### config.mk
export PLATFORM = sky130hd
export DESIGN_NAME = rvfi_checker_top
export DESIGN_NICKNAME = d
export VERILOG_FILES = /design/src/verilog/rvfi_pkg.sv /design/src/verilog/rvfi_cmp_regs_pkg.sv /design/src/verilog/rvfi_retire_fifo.sv /design/src/verilog/rvfi_field_compare.sv /design/src/verilog/rvfi_mismatch_log.sv /design/src/verilog/rvfi_cmp_wb_regs.sv /design/src/verilog/rvfi_checker_top.sv
export SDC_FILE = /design/constraint.sdc
export NUM_CORES = 1
export LEC_CHECK = 0
export BUFFER_PORTS_ARGS = -buffer_cell sky130_fd_sc_hd__buf_2
export CAP_MARGIN = 30
export CORE_MARGIN = 2
export CORE_UTILIZATION = 50
export CTS_CLUSTER_DIAMETER = 30
export DETAILED_ROUTE_END_ITERATION = 16
export GPL_TIMING_DRIVEN = 0
export PLACE_DENSITY = 0.7
export SYNTH_ARGS = -nofsm -noshare
export SYNTH_HDL_FRONTEND = slang
export SYNTH_SLANG_ARGS = --single-unit
### constraint.sdc
create_clock -name rvfi_core -period 15.3 [get_ports rvfi_core]
set_clock_uncertainty 0.2 [all_clocks]
set_input_delay 2.295 -clock rvfi_core [delete_from_list [all_inputs] [get_ports rvfi_core]]
set_output_delay 2.295 -clock rvfi_core [all_outputs]
set_load 0.005 [all_outputs]
### src/verilog/rvfi_pkg.sv
// retirement record format shared by the lockstep checker blocks
// holds field widths, the mismatch field indices and the intr decode
package rvfi_pkg;

  localparam int XLEN      = 32;
  localparam int INTR_W    = 14;
  localparam int MODE_W    = 2;
  localparam int DBG_W     = 3;
  localparam int NMIP_W    = 2;
  localparam int RD_ADDR_W = 5;
  localparam int MASK_W    = 4;

  // packed core retirement, same order as the concatenation in the top
  localparam int RETIRE_W = XLEN + XLEN + XLEN + 1 + 1 + DBG_W + 1 + NMIP_W + INTR_W +
                            MODE_W + RD_ADDR_W + XLEN + MASK_W + MASK_W + XLEN + XLEN + XLEN;

  // one bit per compared field in the mismatch vector
  localparam int NUM_FIELDS = 18;

  localparam int F_PC_RDATA   = 0;
  localparam int F_PC_WDATA   = 1;
  localparam int F_INSN       = 2;
  localparam int F_TRAP       = 3;
  localparam int F_HALT       = 4;
  localparam int F_DBG        = 5;
  localparam int F_DBG_MODE   = 6;
  localparam int F_NMIP       = 7;
  localparam int F_INTR_KIND  = 8;
  localparam int F_INTR_CAUSE = 9;
  localparam int F_MODE       = 10;
  localparam int F_RD1_ADDR   = 11;
  localparam int F_RD1_WDATA  = 12;
  localparam int F_MEM_RMASK  = 13;
  localparam int F_MEM_WMASK  = 14;
  localparam int F_MEM_ADDR   = 15;
  localparam int F_MEM_WDATA  = 16;
  localparam int F_MEM_RDATA  = 17;

  // intr word, either raw or split into cause and kind bits
  typedef union packed {
    logic [INTR_W-1:0] raw;
    struct packed {
      logic [10:0] cause;
      logic        debug;
      logic        exception;
      logic        interrupt;
    } dec;
  } rvfi_intr_u;

endpackage

### src/verilog/rvfi_cmp_regs_pkg.sv
// register map of the checker's wishbone slave
// byte offsets and status bit positions
package rvfi_cmp_regs_pkg;

  localparam int ADR_W = 5;

  localparam logic [ADR_W-1:0] REG_STATUS       = 5'h00;
  localparam logic [ADR_W-1:0] REG_CTRL         = 5'h04;
  localparam logic [ADR_W-1:0] REG_CHECK_CNT    = 5'h08;
  localparam logic [ADR_W-1:0] REG_MISMATCH_CNT = 5'h0C;
  localparam logic [ADR_W-1:0] REG_FIRST_FIELDS = 5'h10;
  localparam logic [ADR_W-1:0] REG_FIRST_PC     = 5'h14;

  // sticky flags in STATUS
  localparam int ST_MISMATCH = 0;
  localparam int ST_ORDER    = 1;
  localparam int ST_OVERFLOW = 2;

  // bit 0 of CTRL clears the log
  localparam int CTRL_CLEAR = 0;

endpackage

### src/verilog/rvfi_retire_fifo.sv
// show-ahead buffer for core retirements waiting on the reference model
// an empty buffer forwards the incoming word so a same-cycle pop skips storage
module rvfi_retire_fifo #(
  parameter int WIDTH = 8,
  parameter int DEPTH = 4
) (
  input  logic             rvfi_core,
  input  logic             rst_i,
  input  logic             push_i,
  input  logic [WIDTH-1:0] wdata_i,
  input  logic             pop_i,
  output logic [WIDTH-1:0] rdata_o,
  output logic             valid_o,
  output logic             overflow_o
);

  localparam int AW = (DEPTH > 1) ? $clog2(DEPTH) : 1;

  logic [WIDTH-1:0] mem [DEPTH];
  logic [AW-1:0]    rd_ptr;
  logic [AW-1:0]    wr_ptr;
  logic [AW:0]      level;
  logic             empty;
  logic             full;
  logic             do_write;
  logic             do_read;

  assign empty = (level == '0);
  assign full  = (level == (AW+1)'(DEPTH));

  assign rdata_o = empty ? wdata_i : mem[rd_ptr];
  assign valid_o = !empty || push_i;

  // a bypassed word is consumed right away, a full buffer only takes a word on pop
  assign do_write   = push_i && !(empty && pop_i) && (!full || pop_i);
  assign do_read    = pop_i && !empty;
  assign overflow_o = push_i && full && !pop_i;

  always_ff @(posedge rvfi_core) begin
    if (do_write) begin
      mem[wr_ptr] <= wdata_i;
    end
  end

  always_ff @(posedge rvfi_core) begin
    if (rst_i) begin
      rd_ptr <= '0;
      wr_ptr <= '0;
      level  <= '0;
    end else begin
      if (do_write) begin
        wr_ptr <= wr_ptr + 1'b1;
      end
      if (do_read) begin
        rd_ptr <= rd_ptr + 1'b1;
      end
      level <= level + (AW+1)'(do_write) - (AW+1)'(do_read);
    end
  end

  level_bound_a: assert property (@(posedge rvfi_core) disable iff (rst_i)
    level <= (AW+1)'(DEPTH));

  pop_valid_a: assert property (@(posedge rvfi_core) disable iff (rst_i)
    pop_i |-> valid_o);

endmodule

### src/verilog/rvfi_field_compare.sv
// field-by-field check of a reference retirement against the oldest core one
// data-dependent fields are masked as the retirement itself dictates
module rvfi_field_compare (
  input  logic                          rvfi_core,
  input  logic                          exp_valid_i,
  input  logic [rvfi_pkg::RETIRE_W-1:0] exp_data_i,
  input  logic                          rm_valid_i,
  input  logic [rvfi_pkg::XLEN-1:0]     rm_pc_rdata_i,
  input  logic [rvfi_pkg::XLEN-1:0]     rm_pc_wdata_i,
  input  logic [rvfi_pkg::XLEN-1:0]     rm_insn_i,
  input  logic                          rm_trap_i,
  input  logic                          rm_halt_i,
  input  logic [rvfi_pkg::DBG_W-1:0]    rm_dbg_i,
  input  logic                          rm_dbg_mode_i,
  input  logic [rvfi_pkg::NMIP_W-1:0]   rm_nmip_i,
  input  logic [rvfi_pkg::INTR_W-1:0]   rm_intr_i,
  input  logic [rvfi_pkg::MODE_W-1:0]   rm_mode_i,
  input  logic [rvfi_pkg::RD_ADDR_W-1:0] rm_rd1_addr_i,
  input  logic [rvfi_pkg::XLEN-1:0]     rm_rd1_wdata_i,
  input  logic [rvfi_pkg::XLEN-1:0]     rm_mem_addr_i,
  input  logic [rvfi_pkg::MASK_W-1:0]   rm_mem_rmask_i,
  input  logic [rvfi_pkg::MASK_W-1:0]   rm_mem_wmask_i,
  input  logic [rvfi_pkg::XLEN-1:0]     rm_mem_wdata_i,
  input  logic [rvfi_pkg::XLEN-1:0]     rm_mem_rdata_i,
  output logic                          check_o,
  output logic [rvfi_pkg::NUM_FIELDS-1:0] mismatch_o,
  output logic                          order_err_o
);
  import rvfi_pkg::*;

  logic [XLEN-1:0]      exp_pc_rdata, exp_pc_wdata, exp_insn, exp_rd1_wdata;
  logic [XLEN-1:0]      exp_mem_addr, exp_mem_wdata, exp_mem_rdata;
  logic                 exp_trap, exp_halt, exp_dbg_mode;
  logic [DBG_W-1:0]     exp_dbg;
  logic [NMIP_W-1:0]    exp_nmip;
  logic [INTR_W-1:0]    exp_intr_raw;
  logic [MODE_W-1:0]    exp_mode;
  logic [RD_ADDR_W-1:0] exp_rd1_addr;
  logic [MASK_W-1:0]    exp_mem_rmask, exp_mem_wmask;
  rvfi_intr_u           exp_intr;
  rvfi_intr_u           rm_intr;
  logic [NUM_FIELDS-1:0] diff;

  assign {exp_pc_rdata, exp_pc_wdata, exp_insn, exp_trap, exp_halt, exp_dbg, exp_dbg_mode,
          exp_nmip, exp_intr_raw, exp_mode, exp_rd1_addr, exp_rd1_wdata, exp_mem_rmask,
          exp_mem_wmask, exp_mem_addr, exp_mem_wdata, exp_mem_rdata} = exp_data_i;

  assign exp_intr = exp_intr_raw;
  assign rm_intr  = rm_intr_i;

  always_comb begin
    diff[F_PC_RDATA]  = exp_pc_rdata != rm_pc_rdata_i;
    diff[F_PC_WDATA]  = exp_pc_wdata != rm_pc_wdata_i;
    diff[F_INSN]      = exp_insn != rm_insn_i;
    diff[F_TRAP]      = exp_trap != rm_trap_i;
    diff[F_HALT]      = exp_halt != rm_halt_i;
    diff[F_DBG]       = exp_dbg != rm_dbg_i;
    diff[F_DBG_MODE]  = exp_dbg_mode != rm_dbg_mode_i;
    diff[F_NMIP]      = exp_nmip != rm_nmip_i;
    diff[F_INTR_KIND] = {exp_intr.dec.debug, exp_intr.dec.exception, exp_intr.dec.interrupt} !=
                        {rm_intr.dec.debug, rm_intr.dec.exception, rm_intr.dec.interrupt};
    // cause only means something when a trap was actually taken
    diff[F_INTR_CAUSE] = (rm_intr.dec.interrupt || rm_intr.dec.exception) &&
                         (exp_intr.dec.cause != rm_intr.dec.cause);
    diff[F_MODE]      = exp_mode != rm_mode_i;
    diff[F_RD1_ADDR]  = exp_rd1_addr != rm_rd1_addr_i;
    // writes to x0 carry no data
    diff[F_RD1_WDATA] = (rm_rd1_addr_i != '0) && (exp_rd1_wdata != rm_rd1_wdata_i);
    diff[F_MEM_RMASK] = exp_mem_rmask != rm_mem_rmask_i;
    diff[F_MEM_WMASK] = exp_mem_wmask != rm_mem_wmask_i;
    // memory fields follow the core's byte masks
    diff[F_MEM_ADDR]  = ((exp_mem_rmask | exp_mem_wmask) != '0) && (exp_mem_addr != rm_mem_addr_i);
    diff[F_MEM_WDATA] = (exp_mem_wmask != '0) && (exp_mem_wdata != rm_mem_wdata_i);
    diff[F_MEM_RDATA] = (exp_mem_rmask != '0) && (exp_mem_rdata != rm_mem_rdata_i);
  end

  assign check_o     = rm_valid_i && exp_valid_i;
  assign order_err_o = rm_valid_i && !exp_valid_i;
  assign mismatch_o  = check_o ? diff : '0;

  // a checked retirement yields a fully defined field vector
  check_defined_a: assert property (@(posedge rvfi_core)
    check_o |-> !$isunknown(mismatch_o));

endmodule

### src/verilog/rvfi_mismatch_log.sv
// result log of the checker
// counts checks and mismatches, keeps the first mismatch and the sticky error flags
module rvfi_mismatch_log (
  input  logic                            rvfi_core,
  input  logic                            rst_i,
  input  logic                            check_i,
  input  logic [rvfi_pkg::NUM_FIELDS-1:0] mismatch_i,
  input  logic [rvfi_pkg::XLEN-1:0]       rm_pc_i,
  input  logic                            order_err_i,
  input  logic                            overflow_i,
  input  logic                            clear_i,
  output logic [31:0]                     check_cnt_o,
  output logic [31:0]                     mismatch_cnt_o,
  output logic [rvfi_pkg::NUM_FIELDS-1:0] first_fields_o,
  output logic [rvfi_pkg::XLEN-1:0]       first_pc_o,
  output logic [2:0]                      status_o,
  output logic                            err_irq_o
);
  import rvfi_cmp_regs_pkg::*;

  logic any_mismatch;

  assign any_mismatch = check_i && (mismatch_i != '0);

  always_ff @(posedge rvfi_core) begin
    if (rst_i || clear_i) begin
      check_cnt_o    <= '0;
      mismatch_cnt_o <= '0;
      first_fields_o <= '0;
      first_pc_o     <= '0;
      status_o       <= '0;
      err_irq_o      <= 1'b0;
    end else begin
      if (check_i) begin
        check_cnt_o <= check_cnt_o + 32'd1;
      end
      // one count per failing check, however many fields differ
      if (any_mismatch) begin
        mismatch_cnt_o <= mismatch_cnt_o + 32'd1;
      end
      if (any_mismatch && !status_o[ST_MISMATCH]) begin
        first_fields_o <= mismatch_i;
        first_pc_o     <= rm_pc_i;
      end
      if (any_mismatch) begin
        status_o[ST_MISMATCH] <= 1'b1;
      end
      if (order_err_i) begin
        status_o[ST_ORDER] <= 1'b1;
      end
      if (overflow_i) begin
        status_o[ST_OVERFLOW] <= 1'b1;
      end
      // follows the flags one edge behind
      err_irq_o <= (status_o != '0);
    end
  end

  first_capture_held_a: assert property (@(posedge rvfi_core) disable iff (rst_i)
    status_o[ST_MISMATCH] |-> (first_fields_o != '0));

endmodule

### src/verilog/rvfi_cmp_wb_regs.sv
// wishbone classic slave for the checker's result registers
// two-cycle accesses with a registered ack, a CTRL write can clear the log
module rvfi_cmp_wb_regs (
  input  logic                                 rvfi_core,
  input  logic                                 rst_i,
  input  logic                                 wb_cyc_i,
  input  logic                                 wb_stb_i,
  input  logic                                 wb_we_i,
  input  logic [rvfi_cmp_regs_pkg::ADR_W-1:0]  wb_adr_i,
  input  logic [31:0]                          wb_dat_i,
  input  logic [3:0]                           wb_sel_i,
  output logic [31:0]                          wb_dat_o,
  output logic                                 wb_ack_o,
  input  logic [31:0]                          check_cnt_i,
  input  logic [31:0]                          mismatch_cnt_i,
  input  logic [rvfi_pkg::NUM_FIELDS-1:0]      first_fields_i,
  input  logic [rvfi_pkg::XLEN-1:0]            first_pc_i,
  input  logic [2:0]                           status_i,
  output logic                                 clear_o
);
  import rvfi_cmp_regs_pkg::*;

  logic        start;
  logic [31:0] rd_word;

  // a new request is served only if the previous cycle was not an ack
  assign start = wb_cyc_i && wb_stb_i && !wb_ack_o;

  always_comb begin
    case (wb_adr_i)
      REG_STATUS:       rd_word = 32'(status_i);
      REG_CTRL:         rd_word = '0;
      REG_CHECK_CNT:    rd_word = check_cnt_i;
      REG_MISMATCH_CNT: rd_word = mismatch_cnt_i;
      REG_FIRST_FIELDS: rd_word = 32'(first_fields_i);
      REG_FIRST_PC:     rd_word = 32'(first_pc_i);
      default:          rd_word = '0;
    endcase
  end

  always_ff @(posedge rvfi_core) begin
    if (rst_i) begin
      wb_ack_o <= 1'b0;
      clear_o  <= 1'b0;
    end else begin
      wb_ack_o <= start;
      clear_o  <= start && wb_we_i && wb_sel_i[0] && (wb_adr_i == REG_CTRL) &&
                  wb_dat_i[CTRL_CLEAR];
    end
  end

  always_ff @(posedge rvfi_core) begin
    if (start) begin
      wb_dat_o <= rd_word;
    end
  end

  ack_in_cycle_a: assert property (@(posedge rvfi_core) disable iff (rst_i)
    wb_ack_o |-> wb_cyc_i);

  ack_single_a: assert property (@(posedge rvfi_core) disable iff (rst_i)
    wb_ack_o |=> !wb_ack_o);

endmodule

### src/verilog/rvfi_checker_top.sv
// lockstep retirement checker between a core and a reference model
// buffers core retirements, compares them in order and reports over wishbone
module rvfi_checker_top (
  input  logic                                rvfi_core,
  input  logic                                rst_i,
  input  logic                                core_valid_i,
  input  logic [rvfi_pkg::XLEN-1:0]           core_pc_rdata_i,
  input  logic [rvfi_pkg::XLEN-1:0]           core_pc_wdata_i,
  input  logic [rvfi_pkg::XLEN-1:0]           core_insn_i,
  input  logic                                core_trap_i,
  input  logic                                core_halt_i,
  input  logic [rvfi_pkg::DBG_W-1:0]          core_dbg_i,
  input  logic                                core_dbg_mode_i,
  input  logic [rvfi_pkg::NMIP_W-1:0]         core_nmip_i,
  input  logic [rvfi_pkg::INTR_W-1:0]         core_intr_i,
  input  logic [rvfi_pkg::MODE_W-1:0]         core_mode_i,
  input  logic [rvfi_pkg::RD_ADDR_W-1:0]      core_rd1_addr_i,
  input  logic [rvfi_pkg::XLEN-1:0]           core_rd1_wdata_i,
  input  logic [rvfi_pkg::XLEN-1:0]           core_mem_addr_i,
  input  logic [rvfi_pkg::MASK_W-1:0]         core_mem_rmask_i,
  input  logic [rvfi_pkg::MASK_W-1:0]         core_mem_wmask_i,
  input  logic [rvfi_pkg::XLEN-1:0]           core_mem_wdata_i,
  input  logic [rvfi_pkg::XLEN-1:0]           core_mem_rdata_i,
  input  logic                                rm_valid_i,
  input  logic [rvfi_pkg::XLEN-1:0]           rm_pc_rdata_i,
  input  logic [rvfi_pkg::XLEN-1:0]           rm_pc_wdata_i,
  input  logic [rvfi_pkg::XLEN-1:0]           rm_insn_i,
  input  logic                                rm_trap_i,
  input  logic                                rm_halt_i,
  input  logic [rvfi_pkg::DBG_W-1:0]          rm_dbg_i,
  input  logic                                rm_dbg_mode_i,
  input  logic [rvfi_pkg::NMIP_W-1:0]         rm_nmip_i,
  input  logic [rvfi_pkg::INTR_W-1:0]         rm_intr_i,
  input  logic [rvfi_pkg::MODE_W-1:0]         rm_mode_i,
  input  logic [rvfi_pkg::RD_ADDR_W-1:0]      rm_rd1_addr_i,
  input  logic [rvfi_pkg::XLEN-1:0]           rm_rd1_wdata_i,
  input  logic [rvfi_pkg::XLEN-1:0]           rm_mem_addr_i,
  input  logic [rvfi_pkg::MASK_W-1:0]         rm_mem_rmask_i,
  input  logic [rvfi_pkg::MASK_W-1:0]         rm_mem_wmask_i,
  input  logic [rvfi_pkg::XLEN-1:0]           rm_mem_wdata_i,
  input  logic [rvfi_pkg::XLEN-1:0]           rm_mem_rdata_i,
  input  logic                                wb_cyc_i,
  input  logic                                wb_stb_i,
  input  logic                                wb_we_i,
  input  logic [rvfi_cmp_regs_pkg::ADR_W-1:0] wb_adr_i,
  input  logic [31:0]                         wb_dat_i,
  input  logic [3:0]                          wb_sel_i,
  output logic [31:0]                         wb_dat_o,
  output logic                                wb_ack_o,
  output logic                                err_irq_o
);
  import rvfi_pkg::*;

  logic [RETIRE_W-1:0]   exp_data;
  logic                  exp_valid, check, order_err, overflow, clear;
  logic [NUM_FIELDS-1:0] mismatch, first_fields;
  logic [31:0]           check_cnt, mismatch_cnt;
  logic [XLEN-1:0]       first_pc;
  logic [2:0]            status;

  // field order here must match the unpack in the compare block
  rvfi_retire_fifo #(.WIDTH(RETIRE_W), .DEPTH(4)) u_fifo (
    .rvfi_core, .rst_i,
    .push_i     (core_valid_i),
    .wdata_i    ({core_pc_rdata_i, core_pc_wdata_i, core_insn_i, core_trap_i, core_halt_i,
                  core_dbg_i, core_dbg_mode_i, core_nmip_i, core_intr_i, core_mode_i,
                  core_rd1_addr_i, core_rd1_wdata_i, core_mem_rmask_i, core_mem_wmask_i,
                  core_mem_addr_i, core_mem_wdata_i, core_mem_rdata_i}),
    .pop_i      (check),
    .rdata_o    (exp_data),
    .valid_o    (exp_valid),
    .overflow_o (overflow)
  );

  rvfi_field_compare u_compare (
    .rvfi_core, .exp_valid_i(exp_valid), .exp_data_i(exp_data),
    .rm_valid_i, .rm_pc_rdata_i, .rm_pc_wdata_i, .rm_insn_i, .rm_trap_i, .rm_halt_i,
    .rm_dbg_i, .rm_dbg_mode_i, .rm_nmip_i, .rm_intr_i, .rm_mode_i, .rm_rd1_addr_i,
    .rm_rd1_wdata_i, .rm_mem_addr_i, .rm_mem_rmask_i, .rm_mem_wmask_i, .rm_mem_wdata_i,
    .rm_mem_rdata_i,
    .check_o(check), .mismatch_o(mismatch), .order_err_o(order_err)
  );

  rvfi_mismatch_log u_log (
    .rvfi_core, .rst_i, .check_i(check), .mismatch_i(mismatch), .rm_pc_i(rm_pc_rdata_i),
    .order_err_i(order_err), .overflow_i(overflow), .clear_i(clear),
    .check_cnt_o(check_cnt), .mismatch_cnt_o(mismatch_cnt), .first_fields_o(first_fields),
    .first_pc_o(first_pc), .status_o(status), .err_irq_o
  );

  rvfi_cmp_wb_regs u_regs (
    .rvfi_core, .rst_i, .wb_cyc_i, .wb_stb_i, .wb_we_i, .wb_adr_i, .wb_dat_i, .wb_sel_i,
    .wb_dat_o, .wb_ack_o,
    .check_cnt_i(check_cnt), .mismatch_cnt_i(mismatch_cnt), .first_fields_i(first_fields),
    .first_pc_i(first_pc), .status_i(status), .clear_o(clear)
  );

endmodule

* Word-level counts from Yosys, hierarchy flattened
Memory sizes are Yosys's and may differ from the RTL's. A register that Yosys moved wholly into a read port is not among the register bits.
Cells that the tools add are included.
** Word-level totals
- Word-level logic and storage cells :: 93
- Bits in writable memories :: 1044
- Output and inout port bits :: 34
- Input port bits :: 570
- Flip-flop bits (word level) :: 159
- Memories :: 1
** Cells by class
- Multiplexer cells :: 7
- Bitwise logic cells :: 1
- Eq/ne operators :: 24
- Add/subtract/negate cells :: 6
- Reduce and logical (&&, ||, !) cells :: 40
** Memory list
- u_fifo.mem :: words 4, width 261, read ports 1, clocked after Yosys merged registers in 1, wr ports 1, RTL line rvfi_retire_fifo.sv:19 : logic [WIDTH-1:0] mem [DEPTH];
** Operators with widths (count)
- $mux 261 :: 1
- $ne 32x32->1 :: 7
- $pmux 32 s5 :: 1
- $add 32x1->32 const B :: 2
- $logic_and 1x1->1 :: 21
- $mux 18 :: 1
- $reduce_bool 18->1 :: 1
- $reduce_bool 4->1 :: 3
- $ne 11x11->1 :: 1
- $eq 5x4->1 const B :: 2
- $eq 5x5->1 const B :: 2
- $ne 4x4->1 :: 2
- $logic_not 1->1 :: 7
- $ne 3x3->1 :: 2
- $eq 5x3->1 const B :: 1
- $logic_not 5->1 :: 1
- $ne 5x5->1 :: 1
- $reduce_bool 5->1 :: 1
- $add 2x1->2 const B :: 2
- $logic_or 1x1->1 :: 4
- $mux 2 :: 2
- $ne 2x2->1 :: 2
- $or 4x4->4 :: 1
- $add 3x1->3 :: 1
- 6 further kinds :: 9

* Longest topological paths before layout
- Word-level depth :: 10
- Mapped depth :: 17
- Gate-level depth less buffers :: 11

* By module
From an unflattened synthesis, not the netlist that was laid out.
** Second synthesis, totals
- Cells, all modules :: 2826
- Area, all modules :: 51164.1 µm²
** Modules (own cells, without submodules)
- rvfi_retire_fifo :: area an instance 41263.3 µm², cells each 1707, times used 1, sequential area each 31530.2 µm²
- rvfi_mismatch_log :: area an instance 4944.7 µm², cells each 598, times used 1, sequential area each 2362.3 µm²
- rvfi_field_compare :: area an instance 2902.8 µm², cells each 363, times used 1, sequential area each 0.0 µm²
- rvfi_cmp_wb_regs :: area an instance 2053.2 µm², cells each 158, times used 1, sequential area each 1001.0 µm²

* Worst setup path before layout
OpenSTA, ideal clock, no wires.
- Path kind :: input-to-reg
- Start point :: input port rm_valid_i
- End point :: memory u_fifo.mem[0][0] (netlist bit), enable pin
- Cell stages on the path :: 4
- Setup time :: 0.655 ns
- Arrival :: 8.731 ns
- Required time :: 14.445 ns
- Setup slack :: 5.714 ns
- Buffers on the path :: 1
- Path through :: xnor2_1 -> o31a_1 -> clkbuf_1 -> and2_1
** On the way
- Cells in the longest elaborated chain, start to end :: 7
- Elaborated cells on any way between the ends :: 8
- Classes of those cells :: mux (2); reduce/logical (6)
** Ends and longest elaborated chain
- start: declaration :: RTL line rvfi_checker_top.sv:24 : input logic rm_valid_i,
- $logic_and 1x1->1 * :: RTL line rvfi_field_compare.sv:77 : assign check_o = rm_valid_i && exp_valid_i;
- $logic_and 1x1->1 :: RTL line rvfi_retire_fifo.sv:35 : assign do_write = push_i && !(empty && pop_i) && (!full || pop_i);
- $logic_not 1->1 :: RTL line rvfi_retire_fifo.sv:35
- $logic_and 1x1->1 :: RTL line rvfi_retire_fifo.sv:35
- $logic_and 1x1->1 * :: RTL line rvfi_retire_fifo.sv:35
- net u_fifo.do_write :: RTL line rvfi_retire_fifo.sv:25 : logic do_write;
- $mux 1 * :: RTL line rvfi_retire_fifo.sv:40 : if (do_write) begin
- $mux 1 (not written as such) * :: RTL line rvfi_retire_fifo.sv:41 : mem[wr_ptr] <= wdata_i;
- end: declaration :: RTL line rvfi_retire_fifo.sv:19
Mark *: on every way through the listed nets, which the timed path passes. The rest lies on a longest branch.

==> flow_metrics.tcl <==
set metrics [dict create \
    synth_fp_nets 3510 \
    finalSetupViolations 0 \
    synth-seq-cells 1205 \
    final_common_cell "edfxtp_1" \
    clockBufferDepth 3 \
    setup_tns_ns 0 \
    crit_type "flip-flop to flip-flop" \
    n_fill_cell 7140 \
    synthFlopType "edfxtp_1" \
    vias_per_cell 5.83 \
    crit_path_start_kind "flip-flop" \
    cp.required_ns 15.77 \
    wl_per_cell_um 28.4 \
    period_share_pct 38.8 \
    status "completed" \
    routed_wl_um 154000 \
    ys_seq_area_share_pct 68.5 \
    rsz0062_at_grt "no" \
    tightest_slew_ns 1.03 \
    cts.sinks 1205 \
    post_dp_cell_area_sq_um 56400 \
    pre_cts_slack_ns 8.79 \
    cts_root_buf "clkbuf_16" \
    nNetsFinal 4356 \
    fp.dieH_um 323 \
    row_count 117 \
    hp-class "flip-flop to flip-flop" \
    first_iter_violations 3132 \
    grt_usage_pct 29.4 \
    start_util_pct 50.2 \
    ys_types 63 \
    htreeDepth 4 \
    drv_cap 0 \
    relSlewSlack_pct 31.0 \
    dp_hpwl_um 108000 \
    clk-insertion-delay-late_ns 0.84 \
    async_flop_share_pct 0 \
    synth_edf_count 1076 \
    ant_nets 0 \
    ir_drop_mv 0.127 \
    powerDensity_nw_per_um2 179 \
    grt_remaining_overflow 0 \
    final_util_pct 63.8 \
    grt_pass1_wl_um 216000 \
    crit_path_end_kind "flip-flop" \
    fin_area_sq_um 64800 \
    final_layout_size_suffix_gt1_share_pct 33.8 \
    final_cell_mix "edfxtp_1, buf_2, mux4_2, xor2_1, xnor2_1" \
    yosys_warnings 0 \
    die_w_um 323 \
    antenna_found_initial 92 \
    place_congestion 0.875 \
    grt_max_degree 55 \
    area_growth_pct 27.2 \
    timing.final.ws_setup_ns 9.36 \
    clk_pin_slew_ns 0.05 \
    cts_buffers 230 \
    final.min_clock_period_ns 5.94 \
    slew_viol_final 0 \
    syn_area_sq_um 50900 \
    post_cts_buffers 0 \
    cts.repair.resized 0 \
    vias 31519 \
    tritoncts "built" \
    timing.critical_path.arrival_ns 6.40 \
    syn_avg_cell_area_sq_um 17.4 \
    netlist_instances 2931 \
    grt_pass1_vias 31575 \
    leakage_nw 22.5 \
    hold_buffers 0 \
    drc 0 \
    critical_path.max_fanout 10 \
    ios 604 \
    hold_violations 0 \
    timing.fmax_ghz 0.168 \
    port_buffers 568 \
    dieArea_sq_um 104000 \
    drt_first_pass_iters 5 \
    core_area_sq_um 101000 \
]
-- cells in the mapped netlist, drive strengths merged, types with 44 or more instances --
cell / count / area share (%)
a21oi: 64 / 0.63
buf: 60 / 0.82
clkbuf: 55 / 0.41
dfxtp: 129 / 5.1
edfxtp: 1076 / 63
inv: 44 / 0.32
mux2i: 104 / 2.0
mux4: 258 / 11
nand2: 76 / 0.56
nand4: 76 / 0.93
nor2: 114 / 0.84
nor4: 60 / 0.75
xnor2: 232 / 4.0
xor2: 243 / 4.2
-- area by class of cell --
class	instances	area [sq um]	area share (%)
Multi-Input combinational cell	1567	15200	23.6
Buffer	115	624	0.964
Clock inverter	195	2390	3.69
Clock buffer	245	5830	9.01
Timing Repair Buffer	614	3760	5.81
Antenna cell	49	123	0.189
Inverter	44	165	0.255
Sequential cell	1205	34900	53.9
Tap cell	1368	1710	2.64
-- state kept, by name, summed over array words and instances, names as in the netlist, 2 cells and up, named ones only --
name,count
u_fifo.mem,1044
u_fifo.wr_ptr,2
u_fifo.level,3
u_log.first_pc_o,32
u_log.mismatch_cnt_o,32
u_regs.wb_dat_o,32
u_log.first_fields_o,18
u_log.status_o,3
u_log.check_cnt_o,32
u_fifo.rd_ptr,2
-- worst max-delay path, cell delays in order, from the launching register on --
cell and delay (ns):
dfxtp_1 0.34, clkbuf_1 0.49, clkbuf_1 0.54, buf_1 0.79, mux4_2 0.43, xnor2_1 0.14
nand4_1 0.19, nor4_1 0.25, nand3_1 0.17, a21oi_1 0.64, o2111ai_2 0.38, o311ai_2 0.47
buf_6 0.24, buf_8 0.18, mux2i_1 0.21, nor2_1 0.06
-- where the power goes --
group	switching [mW]	internal, mW
Combinational	1.39	0.999
Sequential	0.0880	3.97
Clock	1.86	3.31
-- through the flow --
stage	instances	hold slack, ns	power [mW]
after floorplan	2931	0.231	5.63
after global placement	4867	0.240	6.54
after detailed placement	4913	0.246	6.49
after CTS	5353	0.252	11.7
after global routing	5387	0.268	12.0
final	5402	0.252	11.6
-- cells by family (layout without fill, tap and decap cells) --
kind of cell | count (synthesis) | count (layout) | synth area share [%]
flip-flops | 1205 | 1205 | 68.5
AND/OR/NAND/NOR | 484 | 484 | 4.92
XOR/XNOR | 475 | 475 | 8.17
multiplexers | 364 | 364 | 13.5
AO/OA/AOI/OAI | 235 | 235 | 3.09
buffers and inverters | 159 | 1213 | 1.55
adder cells (fa/ha/maj) | 9 | 9 | 0.236
other | 0 | 49 | 0
-- final timing paths --
path	start	end	slack, ns	cells after the start
setup / recovery	flip-flop	u_log.first_fields_o[3]	9.36	15
hold / removal	u_log.first_fields_o[17]	u_log.first_fields_o[17]	0.25	2
setup reg to reg	flip-flop	u_log.first_fields_o[3]	9.36	15
hold reg to reg	u_log.first_fields_o[17]	u_log.first_fields_o[17]	0.25	2
-- layer usage --
layer	GRT usage, %	share of wire [%]
met1	37.5	38
met2	47.8	49
met4	11.7	3.4
met5	0	0.31
met3	8.28	9.4
Note: power is estimated with default switching activity, not from simulation.
